`config.mk`:
```
export PLATFORM = sky130hd
export DESIGN_NAME = io_subsystem
export DESIGN_NICKNAME = d
export VERILOG_FILES = /design/src/hdl/io_pkg.sv /design/src/hdl/io_bus_if.sv /design/src/hdl/io_arbiter.sv /design/src/hdl/interrupt_controller.sv /design/src/hdl/interval_timer.sv /design/src/hdl/io_subsystem.sv
export SDC_FILE = /design/constraint.sdc
export NUM_CORES = 1
export LEC_CHECK = 0
export BUFFER_PORTS_ARGS = -buffer_cell sky130_fd_sc_hd__clkbuf_2
export CORE_MARGIN = 1
export CORE_UTILIZATION = 50
export DETAILED_ROUTE_END_ITERATION = 12
export PLACE_DENSITY = 0.74
export SYNTH_ARGS = -nofsm -noshare
export SYNTH_HDL_FRONTEND = slang
export SYNTH_SLANG_ARGS = --single-unit
```
`constraint.sdc`:
```
create_clock -name clk -period 11.3 [get_ports clk]
set_clock_uncertainty 0.1 [all_clocks]
set_input_delay 0.565 -clock clk [delete_from_list [all_inputs] [get_ports clk]]
set_output_delay 0.565 -clock clk [all_outputs]
set_load 0.05 [all_outputs]
```
`src/hdl/io_pkg.sv`:
```
package io_pkg;

    // Hardware thread count, sets enable and pending widths
    localparam int TOTAL_THREADS = 4;

    // Source 0 is the interval timer, source 1 the external pin
    localparam int NUM_INT_SOURCES = 2;

    // I/O bus address and data words
    typedef logic [15:0] io_addr_t;
    typedef logic [31:0] io_data_t;

    // Interrupt controller register offsets from its base
    typedef enum io_addr_t
    {
        // Write sets enable bits, read returns enable mask
        RESUME = 16'd0,
        // Write clears enable bits
        HALT = 16'd4,
        // One bit per source, 1 selects level
        TRIGGER = 16'd8,
        // Write clears latch bits
        ACK = 16'd12,
        // Read returns latch bits
        PENDING = 16'd16
    } ic_reg_t;

    // Interval timer register offsets from its base
    typedef enum io_addr_t
    {
        // Write loads reload value and counter
        RELOAD = 16'd0,
        // Current counter, read only
        COUNT = 16'd4,
        // Bit 0 enable, bit 1 periodic
        CONTROL = 16'd8
    } timer_reg_t;

endpackage

```
`src/hdl/io_bus_if.sv`:
```
`timescale 1ns/1ps

// One I/O bus between the arbiter and a single peripheral
interface io_bus_if;
    import io_pkg::*;

    // Strobes, one cycle per transaction
    logic write_en;
    logic read_en;
    io_addr_t address;
    io_data_t write_data;

    // Zero unless this peripheral is addressed by a read
    io_data_t read_data;

    // Arbiter side
    modport master(output write_en, output read_en, output address,
        output write_data, input read_data);

    // Peripheral side
    modport slave(input write_en, input read_en, input address,
        input write_data, output read_data);

endinterface

```
`src/hdl/io_arbiter.sv`:
```
`timescale 1ns/1ps

module io_arbiter
    #(parameter int NUM_MASTERS = 2)
    (input                                  clk,
    input                                   reset,

    // Processor request ports
    input [NUM_MASTERS - 1:0]               io_request,
    input [NUM_MASTERS - 1:0]               io_store,
    input io_pkg::io_addr_t                 io_address[NUM_MASTERS],
    input io_pkg::io_data_t                 io_store_data[NUM_MASTERS],
    output logic [NUM_MASTERS - 1:0]        io_grant,
    output logic [NUM_MASTERS - 1:0]        io_response_valid,
    output io_pkg::io_data_t                io_read_data[NUM_MASTERS],

    // Peripheral buses, same request driven onto both
    io_bus_if.master                        ic_bus,
    io_bus_if.master                        timer_bus);

    import io_pkg::*;

    localparam int IDX_WIDTH = NUM_MASTERS > 1 ? $clog2(NUM_MASTERS) : 1;

    logic [IDX_WIDTH - 1:0] rr_ptr;
    logic [IDX_WIDTH - 1:0] grant_idx;
    logic grant_valid;
    // Master that owns the request now on the buses
    logic [IDX_WIDTH - 1:0] bus_idx;
    logic bus_valid;
    logic bus_write_en;
    logic bus_read_en;
    io_addr_t bus_address;
    io_data_t bus_write_data;
    io_data_t combined_read_data;

    // Search from the pointer, first requester wins
    always_comb
    begin : grant_search
        int candidate;

        grant_valid = 1'b0;
        grant_idx = rr_ptr;
        for (int i = 0; i < NUM_MASTERS; i++)
        begin
            candidate = int'(rr_ptr) + i;
            if (candidate >= NUM_MASTERS)
                candidate -= NUM_MASTERS;

            if (!grant_valid && io_request[candidate])
            begin
                grant_valid = 1'b1;
                grant_idx = IDX_WIDTH'(candidate);
            end
        end

        io_grant = '0;
        if (grant_valid)
            io_grant[grant_idx] = 1'b1;
    end

    // Peripherals only return data when addressed, so OR is safe
    assign combined_read_data = ic_bus.read_data | timer_bus.read_data;

    always_ff @(posedge clk, posedge reset)
    begin
        if (reset)
        begin
            rr_ptr <= '0;
            bus_valid <= 1'b0;
            bus_write_en <= 1'b0;
            bus_read_en <= 1'b0;
            io_response_valid <= '0;
        end
        else
        begin
            // Stage 1, granted request onto the buses
            bus_valid <= grant_valid;
            bus_write_en <= grant_valid && io_store[grant_idx];
            bus_read_en <= grant_valid && !io_store[grant_idx];

            // Move past the granted port
            if (grant_valid)
                rr_ptr <= int'(grant_idx) == NUM_MASTERS - 1 ? '0 : grant_idx + 1'b1;

            // Stage 2, response pulse for the owner
            io_response_valid <= '0;
            if (bus_valid)
                io_response_valid[bus_idx] <= 1'b1;
        end
    end

    // Payload registers
    always_ff @(posedge clk)
    begin
        if (grant_valid)
        begin
            bus_idx <= grant_idx;
            bus_address <= io_address[grant_idx];
            bus_write_data <= io_store_data[grant_idx];
        end

        if (bus_valid)
            io_read_data[bus_idx] <= combined_read_data;
    end

    assign ic_bus.write_en = bus_write_en;
    assign ic_bus.read_en = bus_read_en;
    assign ic_bus.address = bus_address;
    assign ic_bus.write_data = bus_write_data;
    assign timer_bus.write_en = bus_write_en;
    assign timer_bus.read_en = bus_read_en;
    assign timer_bus.address = bus_address;
    assign timer_bus.write_data = bus_write_data;

endmodule

```
`src/hdl/interrupt_controller.sv`:
```
`timescale 1ns/1ps

module interrupt_controller
    #(parameter io_pkg::io_addr_t BASE_ADDRESS = '0)
    (input                                          clk,
    input                                           reset,

    // Register access
    io_bus_if.slave                                 io_bus,

    // Source 0 timer, source 1 external pin
    input [io_pkg::NUM_INT_SOURCES - 1:0]           interrupt_req,

    // To threads
    output logic [io_pkg::TOTAL_THREADS - 1:0]      ic_thread_en,
    output logic [io_pkg::TOTAL_THREADS - 1:0]      ic_interrupt_pending,
    output logic                                    processor_halt);

    import io_pkg::*;

    io_addr_t offset;
    ic_reg_t reg_sel;
    // One bit per source, 1 means level
    logic [NUM_INT_SOURCES - 1:0] trigger_mask;
    logic [NUM_INT_SOURCES - 1:0] int_latched;
    logic [NUM_INT_SOURCES - 1:0] ack_mask;
    logic [NUM_INT_SOURCES - 1:0] source_active;

    // Wraps below base, so only the local window decodes
    assign offset = io_bus.address - BASE_ADDRESS;
    assign reg_sel = ic_reg_t'(offset);

    // Bits cleared by an ACK write this cycle
    assign ack_mask = io_bus.write_en && reg_sel == ACK
        ? io_bus.write_data[NUM_INT_SOURCES - 1:0] : '0;

    always_ff @(posedge clk, posedge reset)
    begin
        if (reset)
        begin
            // Thread 0 runs out of reset
            ic_thread_en <= TOTAL_THREADS'(1);
            trigger_mask <= '0;
            int_latched <= '0;
        end
        else
        begin
            if (io_bus.write_en)
            begin
                case (reg_sel)
                    RESUME:
                        ic_thread_en <= ic_thread_en | io_bus.write_data[TOTAL_THREADS - 1:0];

                    HALT:
                        ic_thread_en <= ic_thread_en & ~io_bus.write_data[TOTAL_THREADS - 1:0];

                    TRIGGER:
                        trigger_mask <= io_bus.write_data[NUM_INT_SOURCES - 1:0];

                    default:
                        ;
                endcase
            end

            // Edge sources latch; new request beats a same-cycle ack
            int_latched <= (int_latched & ~ack_mask) | (interrupt_req & ~trigger_mask);
        end
    end

    // Level sources live, edge sources from the latch
    assign source_active = (trigger_mask & interrupt_req) | (~trigger_mask & int_latched);

    // Dispatch only to thread 0
    always_comb
    begin
        ic_interrupt_pending = '0;
        ic_interrupt_pending[0] = |source_active;
    end

    assign processor_halt = ic_thread_en == '0;

    // Zero when not addressed or not a read
    always_comb
    begin
        io_bus.read_data = '0;
        if (io_bus.read_en)
        begin
            case (reg_sel)
                RESUME:
                    io_bus.read_data = io_data_t'(ic_thread_en);

                TRIGGER:
                    io_bus.read_data = io_data_t'(trigger_mask);

                PENDING:
                    io_bus.read_data = io_data_t'(int_latched);

                default:
                    io_bus.read_data = '0;
            endcase
        end
    end

endmodule

```
`src/hdl/interval_timer.sv`:
```
`timescale 1ns/1ps

module interval_timer
    #(parameter io_pkg::io_addr_t BASE_ADDRESS = '0)
    (input              clk,
    input               reset,

    // Register access
    io_bus_if.slave     io_bus,

    // One-cycle pulse at expiry
    output logic        expire);

    import io_pkg::*;

    io_addr_t offset;
    timer_reg_t reg_sel;
    io_data_t reload_value;
    io_data_t counter;
    logic timer_en;
    logic periodic;

    assign offset = io_bus.address - BASE_ADDRESS;
    assign reg_sel = timer_reg_t'(offset);

    always_ff @(posedge clk, posedge reset)
    begin
        if (reset)
        begin
            counter <= '0;
            timer_en <= 1'b0;
            periodic <= 1'b0;
            expire <= 1'b0;
        end
        else
        begin
            expire <= 1'b0;
            if (timer_en)
            begin
                // Last count, pulse and reload or stop
                if (counter <= io_data_t'(1))
                begin
                    expire <= 1'b1;
                    counter <= periodic ? reload_value : '0;
                    if (!periodic)
                        timer_en <= 1'b0;
                end
                else
                    counter <= counter - 1'b1;
            end

            // Bus writes override the count
            if (io_bus.write_en && reg_sel == RELOAD)
                counter <= io_bus.write_data;

            if (io_bus.write_en && reg_sel == CONTROL)
            begin
                timer_en <= io_bus.write_data[0];
                periodic <= io_bus.write_data[1];
            end
        end
    end

    // Reload value, no reset
    always_ff @(posedge clk)
    begin
        if (io_bus.write_en && reg_sel == RELOAD)
            reload_value <= io_bus.write_data;
    end

    always_comb
    begin
        io_bus.read_data = '0;
        if (io_bus.read_en)
        begin
            case (reg_sel)
                RELOAD:
                    io_bus.read_data = reload_value;

                COUNT:
                    io_bus.read_data = counter;

                CONTROL:
                    io_bus.read_data = {30'd0, periodic, timer_en};

                default:
                    io_bus.read_data = '0;
            endcase
        end
    end

endmodule

```
`src/hdl/io_subsystem.sv`:
```
`timescale 1ns/1ps

module io_subsystem
    #(parameter int NUM_MASTERS = 2,
    parameter io_pkg::io_addr_t IC_BASE = 16'h0100,
    parameter io_pkg::io_addr_t TIMER_BASE = 16'h0200)
    (input                                          clk,
    input                                           reset,

    // Processor request ports
    input [NUM_MASTERS - 1:0]                       io_request,
    input [NUM_MASTERS - 1:0]                       io_store,
    input io_pkg::io_addr_t                         io_address[NUM_MASTERS],
    input io_pkg::io_data_t                         io_store_data[NUM_MASTERS],
    output logic [NUM_MASTERS - 1:0]                io_grant,
    output logic [NUM_MASTERS - 1:0]                io_response_valid,
    output io_pkg::io_data_t                        io_read_data[NUM_MASTERS],

    // Interrupt pin from outside
    input                                           external_interrupt,

    // To threads
    output logic [io_pkg::TOTAL_THREADS - 1:0]      ic_thread_en,
    output logic [io_pkg::TOTAL_THREADS - 1:0]      ic_interrupt_pending,
    output logic                                    processor_halt);

    import io_pkg::*;

    logic timer_expire;
    logic [NUM_INT_SOURCES - 1:0] interrupt_req;

    // One bus per peripheral
    io_bus_if ic_bus();
    io_bus_if timer_bus();

    // Timer on source 0, pin on source 1
    assign interrupt_req = {external_interrupt, timer_expire};

    io_arbiter #(
        .NUM_MASTERS(NUM_MASTERS)
    ) arbiter (
        .clk(clk),
        .reset(reset),
        .io_request(io_request),
        .io_store(io_store),
        .io_address(io_address),
        .io_store_data(io_store_data),
        .io_grant(io_grant),
        .io_response_valid(io_response_valid),
        .io_read_data(io_read_data),
        .ic_bus(ic_bus.master),
        .timer_bus(timer_bus.master)
    );

    interrupt_controller #(
        .BASE_ADDRESS(IC_BASE)
    ) ic (
        .clk(clk),
        .reset(reset),
        .io_bus(ic_bus.slave),
        .interrupt_req(interrupt_req),
        .ic_thread_en(ic_thread_en),
        .ic_interrupt_pending(ic_interrupt_pending),
        .processor_halt(processor_halt)
    );

    interval_timer #(
        .BASE_ADDRESS(TIMER_BASE)
    ) timer (
        .clk(clk),
        .reset(reset),
        .io_bus(timer_bus.slave),
        .expire(timer_expire)
    );

endmodule

```
==> results.rst <==
.. list-table::
   :header-rows: 1

   * - Metric
     - Value
   * - Run status
     - completed
   * - Pwr dens
     - 153.2 nW/um^2
   * - Skew-Pair Late Insertion Delay
     - around 0.44 ns
   * - Kind of end point of the critical path
     - flip-flop
   * - Clock buffer count from CTS
     - 17
   * - PortBufs
     - 176
   * - Unrepaired setup endpoints after global routing
     - no
   * - Layout-stage area growth over the synthesis result
     - 17.93%
   * - Worst r2r src
     - arbiter.ic_bus.address[14]$_DFFE_PP_
   * - Total of cells resized after clock tree synthesis
     - 0
   * - Total routing resource utilization after global routing
     - 0.2212
   * - Share of the synthesized area in the top cell type
     - 0.4833
   * - Critical path cell sequence
     - or4_4, or4_1, nor3_4, buf_4, nor2_1, a221o_1
   * - Die Width
     - 136.2 um
   * - Transition time of the tightest slew-check pin
     - about 1.1 ns
   * - Clk slew on worst S/H paths
     - roughly 0.07 ns
   * - Post-route clock period utilization
     - 0.3013
   * - FF+latch count, synth
     - 194
   * - End of the worst register-to-register path
     - timer.counter[18]$_DFFE_PP0P_
   * - Max Fanout on Critical Path
     - 18
   * - Cell count after synthesis
     - between 700 and 800
   * - Count of maximum capacitance violations
     - 0
   * - Drt wl/cell
     - about 18 um
   * - Worst stage delay on the critical path
     - roughly 0.72 ns
   * - Final nets
     - a little under 1000
   * - Hold slack final
     - between 0.15 and 0.2 ns
   * - Data arrival time at the worst-slack endpoint
     - approximately 3.6 ns
   * - Post-Syn Area per Cell
     - 12.83 sq um
   * - Core Footprint
     - around 17000 sq um
   * - GR Overflow Total
     - 0
   * - Primary FF master, synth
     - edfxtp_1
   * - Post-synthesis sequential area ratio
     - 0.6196
   * - Number of antenna violations at the first check in global routing
     - 0
   * - Number of detailed-route iterations in the first pass
     - 5
   * - DR vias/cell
     - ~5.7
   * - Synthesized area
     - 9009 sq um
   * - Depth of the most critical reg-to-reg path
     - 6
   * - Wire length of the first global-routing pass
     - 30940 um
   * - Remaining antenna violation count
     - 0
   * - Area of the die
     - 18560 sq um
   * - Synth Area in XOR/XNOR
     - 0.02139
   * - Routed wire length
     - between 15000 and 20000 um
   * - Critical path start-end classification
     - flip-flop to flip-flop
   * - Die Span Y
     - about 140 um
   * - Largest family of logic cells by synthesized area
     - simple AND/OR/NAND/NOR gates
   * - Initial standard-cell utilization of the core
     - 0.5172
   * - Relative slew slack
     - 0.2858
   * - Final hold violation count
     - 0
   * - Vias after detailed routing
     - around 6300
   * - Fraction of layout instances using a drive strength above 1
     - 0.3322
   * - Arithmetic-cell share of the synthesized area counting full adders, half adders and majority gates
     - 0.005556
   * - CTS Hold Buffers Added
     - 0
   * - Highest-delay cell along the critical path
     - nor3_4
   * - EDFF count, synth
     - about 150
   * - Largest net degree at the start of global routing
     - 52
   * - Share of async-settable or async-resettable flops after synthesis
     - 0.2526
   * - Critical Path Start Type
     - flip-flop
   * - Reg-to-reg setup timing slack
     - roughly 7.9 ns
   * - Placed wire-length estimate
     - between 10000 and 15000 um
   * - Site Rows
     - between 40 and 50
   * - Worst min-delay path class
     - primary input to asynchronous set/reset pin
   * - Post-synth top area cell
     - edfxtp_1
   * - Multiplexer fraction of the synthesized cell area
     - 0.1042
   * - Number of warnings reported in the yosys synthesis log
     - 0
   * - Max rail drop VDD
     - roughly 0.11 mV
   * - Placed instance count
     - 1072
   * - TritonCTS clock tree
     - yes
   * - Highest Clock Rate
     - 0.2937 GHz
   * - Total negative slack for setup checks
     - 0 ns
   * - Final antenna diode count
     - 0
   * - Pins over their slew limit
     - 0
   * - Max H-tree Level
     - 4
   * - Number of DRC markers after the initial detailed-route iteration
     - just over 600
   * - Cell variety after synth
     - 63
   * - Simple-gate portion of the synthesized area
     - 0.1431
   * - Static Leak
     - 4.498 nW
   * - DR DRC count
     - 0
   * - Via count of the first global-routing pass
     - around 5900
   * - Final worst path period need
     - between 3 and 4 ns
   * - I/O pins
     - 180
   * - Number of sinks driven by the clock tree
     - roughly 190
   * - Clk root buf
     - clkbuf_16
   * - Top cells by area in the synthesized netlist
     - edfxtp_1, dfrtp_1, mux2_2, mux2i_1, nor2_1
   * - Number of cells in the finished layout apart from fillers
     - between 1000 and 1500
   * - Post-CTS setup buffers
     - 0
   * - Final setup violation count
     - 0
   * - Data required time at the worst endpoint
     - roughly 12 ns
   * - Placer congestion estimate
     - between 0.8 and 0.9
   * - Compound-cell area share of the yosys netlist
     - 0.07694
   * - Max clock buf depth
     - 2
[critical path: cells and delay by family (launching register included)]
family / cells / cell delay (ns)
AOI/OAI and AO/OA: 1 / 0.34
DFF: 1 / 0.36
buffers and inverters: 1 / 0.40
and+or+nand+nor: 4 / 2.08
[Yosys cell counts, types with 4 or more instances]
master and number:
nor4_4 4, and3_1 5, o21ai_0 26, xnor2_1 15, o21ai_1 7, buf_2 10, ha_1 4, nand2_1 30
buf_4 6, nor3b_1 10, a22oi_1 5, clkbuf_1 22, a21oi_1 34, dfrtp_1 48, or4_1 7, mux2i_1 33
nand4_1 8, or3_1 11, a31oi_1 9, a22o_1 4, nor2b_1 5, nor2_1 69, inv_1 12, mux2_2 54
nor3_1 22, and2_1 4, nor4_1 18, nand3_1 16, a311oi_1 4, edfxtp_1 145, xor2_1 7
[cell families (layout without fill, tap and decap cells)]
group | count (synthesis) | count (layout)
flops | 194 | 194
compound gates | 112 | 112
simple gates | 229 | 229
mux | 87 | 87
buf+inv | 53 | 228
xor+xnor | 22 | 22
fa+ha+maj | 4 | 4
other cells | 1 | 3
[final cells by class]
type	count	area, sq um
flip-flops and latches	194	5582
multi-input cells	457	3196
clock inverters	12	122.6
inverters	12	45.04
clock buffers	20	456.7
fillers	1402	6793
well taps	225	281.5
repair buffers	184	940.9
[state kept, by name, indices dropped and copies added, names as in the netlist, named ones only]
| signal | count |
|---|---|
| arbiter.ic_bus.write_en | 1 |
| timer.expire | 1 |
| ic.trigger_mask | 2 |
| timer.reload_value | 32 |
| arbiter.ic_bus.read_en | 1 |
| timer.counter | 32 |
| arbiter.ic_bus.address | 16 |
| arbiter.io_read_data | 64 |
| ic.int_latched | 2 |
| arbiter.rr_ptr | 1 |
| timer.timer_en | 1 |
| arbiter.bus_valid | 1 |
| arbiter.bus_idx | 1 |
| arbiter.ic_bus.write_data | 32 |
| arbiter.io_response_valid | 2 |
| timer.periodic | 1 |
[metal layers]
layer	wire length (um)	global-route usage	part of all wire	vias up
li1	-	-	-	2983
met5	0	0	0	-
met2	9068	0.3469	0.46	282
met1	8949	0.3133	0.46	2961
met3	1217	0.04064	0.062	26
met4	300	0.06728	0.015	0
[through the flow]
step / power, mW / area [sq um] / utilization / setup slack [ns]
floorplan: 0.9948 / 9016 / - / 7.561
global placement: 1.054 / 10040 / 0.5767 / 7.963
detailed placement: 1.057 / 10040 / 0.5767 / 7.901
CTS: 1.636 / 10620 / 0.6100 / 7.883
global route: 1.680 / 10620 / 0.6100 / 7.725
finish: 1.627 / 10620 / 0.6100 / 7.896
[cells in the final DEF (no fill, tap or decap), types with 11 or more instances in the layout]
cell / count
nor4_1: 18
dfrtp_1: 48
nand3_1: 16
or3_1: 11
mux2i_1: 33
clkbuf_2: 176
mux2_2: 54
edfxtp_1: 145
a21oi_1: 34
xnor2_1: 15
nand2_1: 30
nor3_1: 22
nor2_1: 68
o21ai_0: 26
clkbuf_16: 17
[worst max path at each step]
stage	startpoint	end	slack [ns]	cells past startpoint
detailed placement	arbiter.ic_bus.address[14]$_DFFE_PP_	timer.counter[18]$_DFFE_PP0P_	7.90	6
floorplan	arbiter.ic_bus.address[14]$_DFFE_PP_	timer.counter[13]$_DFFE_PP0P_	7.56	6
global route	arbiter.ic_bus.address[14]$_DFFE_PP_	timer.counter[13]$_DFFE_PP0P_	7.72	6
global placement	arbiter.ic_bus.address[14]$_DFFE_PP_	timer.counter[18]$_DFFE_PP0P_	7.96	6
finish	arbiter.ic_bus.address[14]$_DFFE_PP_	timer.counter[18]$_DFFE_PP0P_	7.90	6
CTS	arbiter.ic_bus.address[14]$_DFFE_PP_	timer.counter[18]$_DFFE_PP0P_	7.88	6
[where the power goes]
part / switching [mW] / internal, mW / total [mW]
Combinational: 0.136 / 0.0636 / 0.200
Clock: 0.267 / 0.320 / 0.587
Sequential: 0.0213 / 0.819 / 0.840
Power figures use the tool's default switching activity.
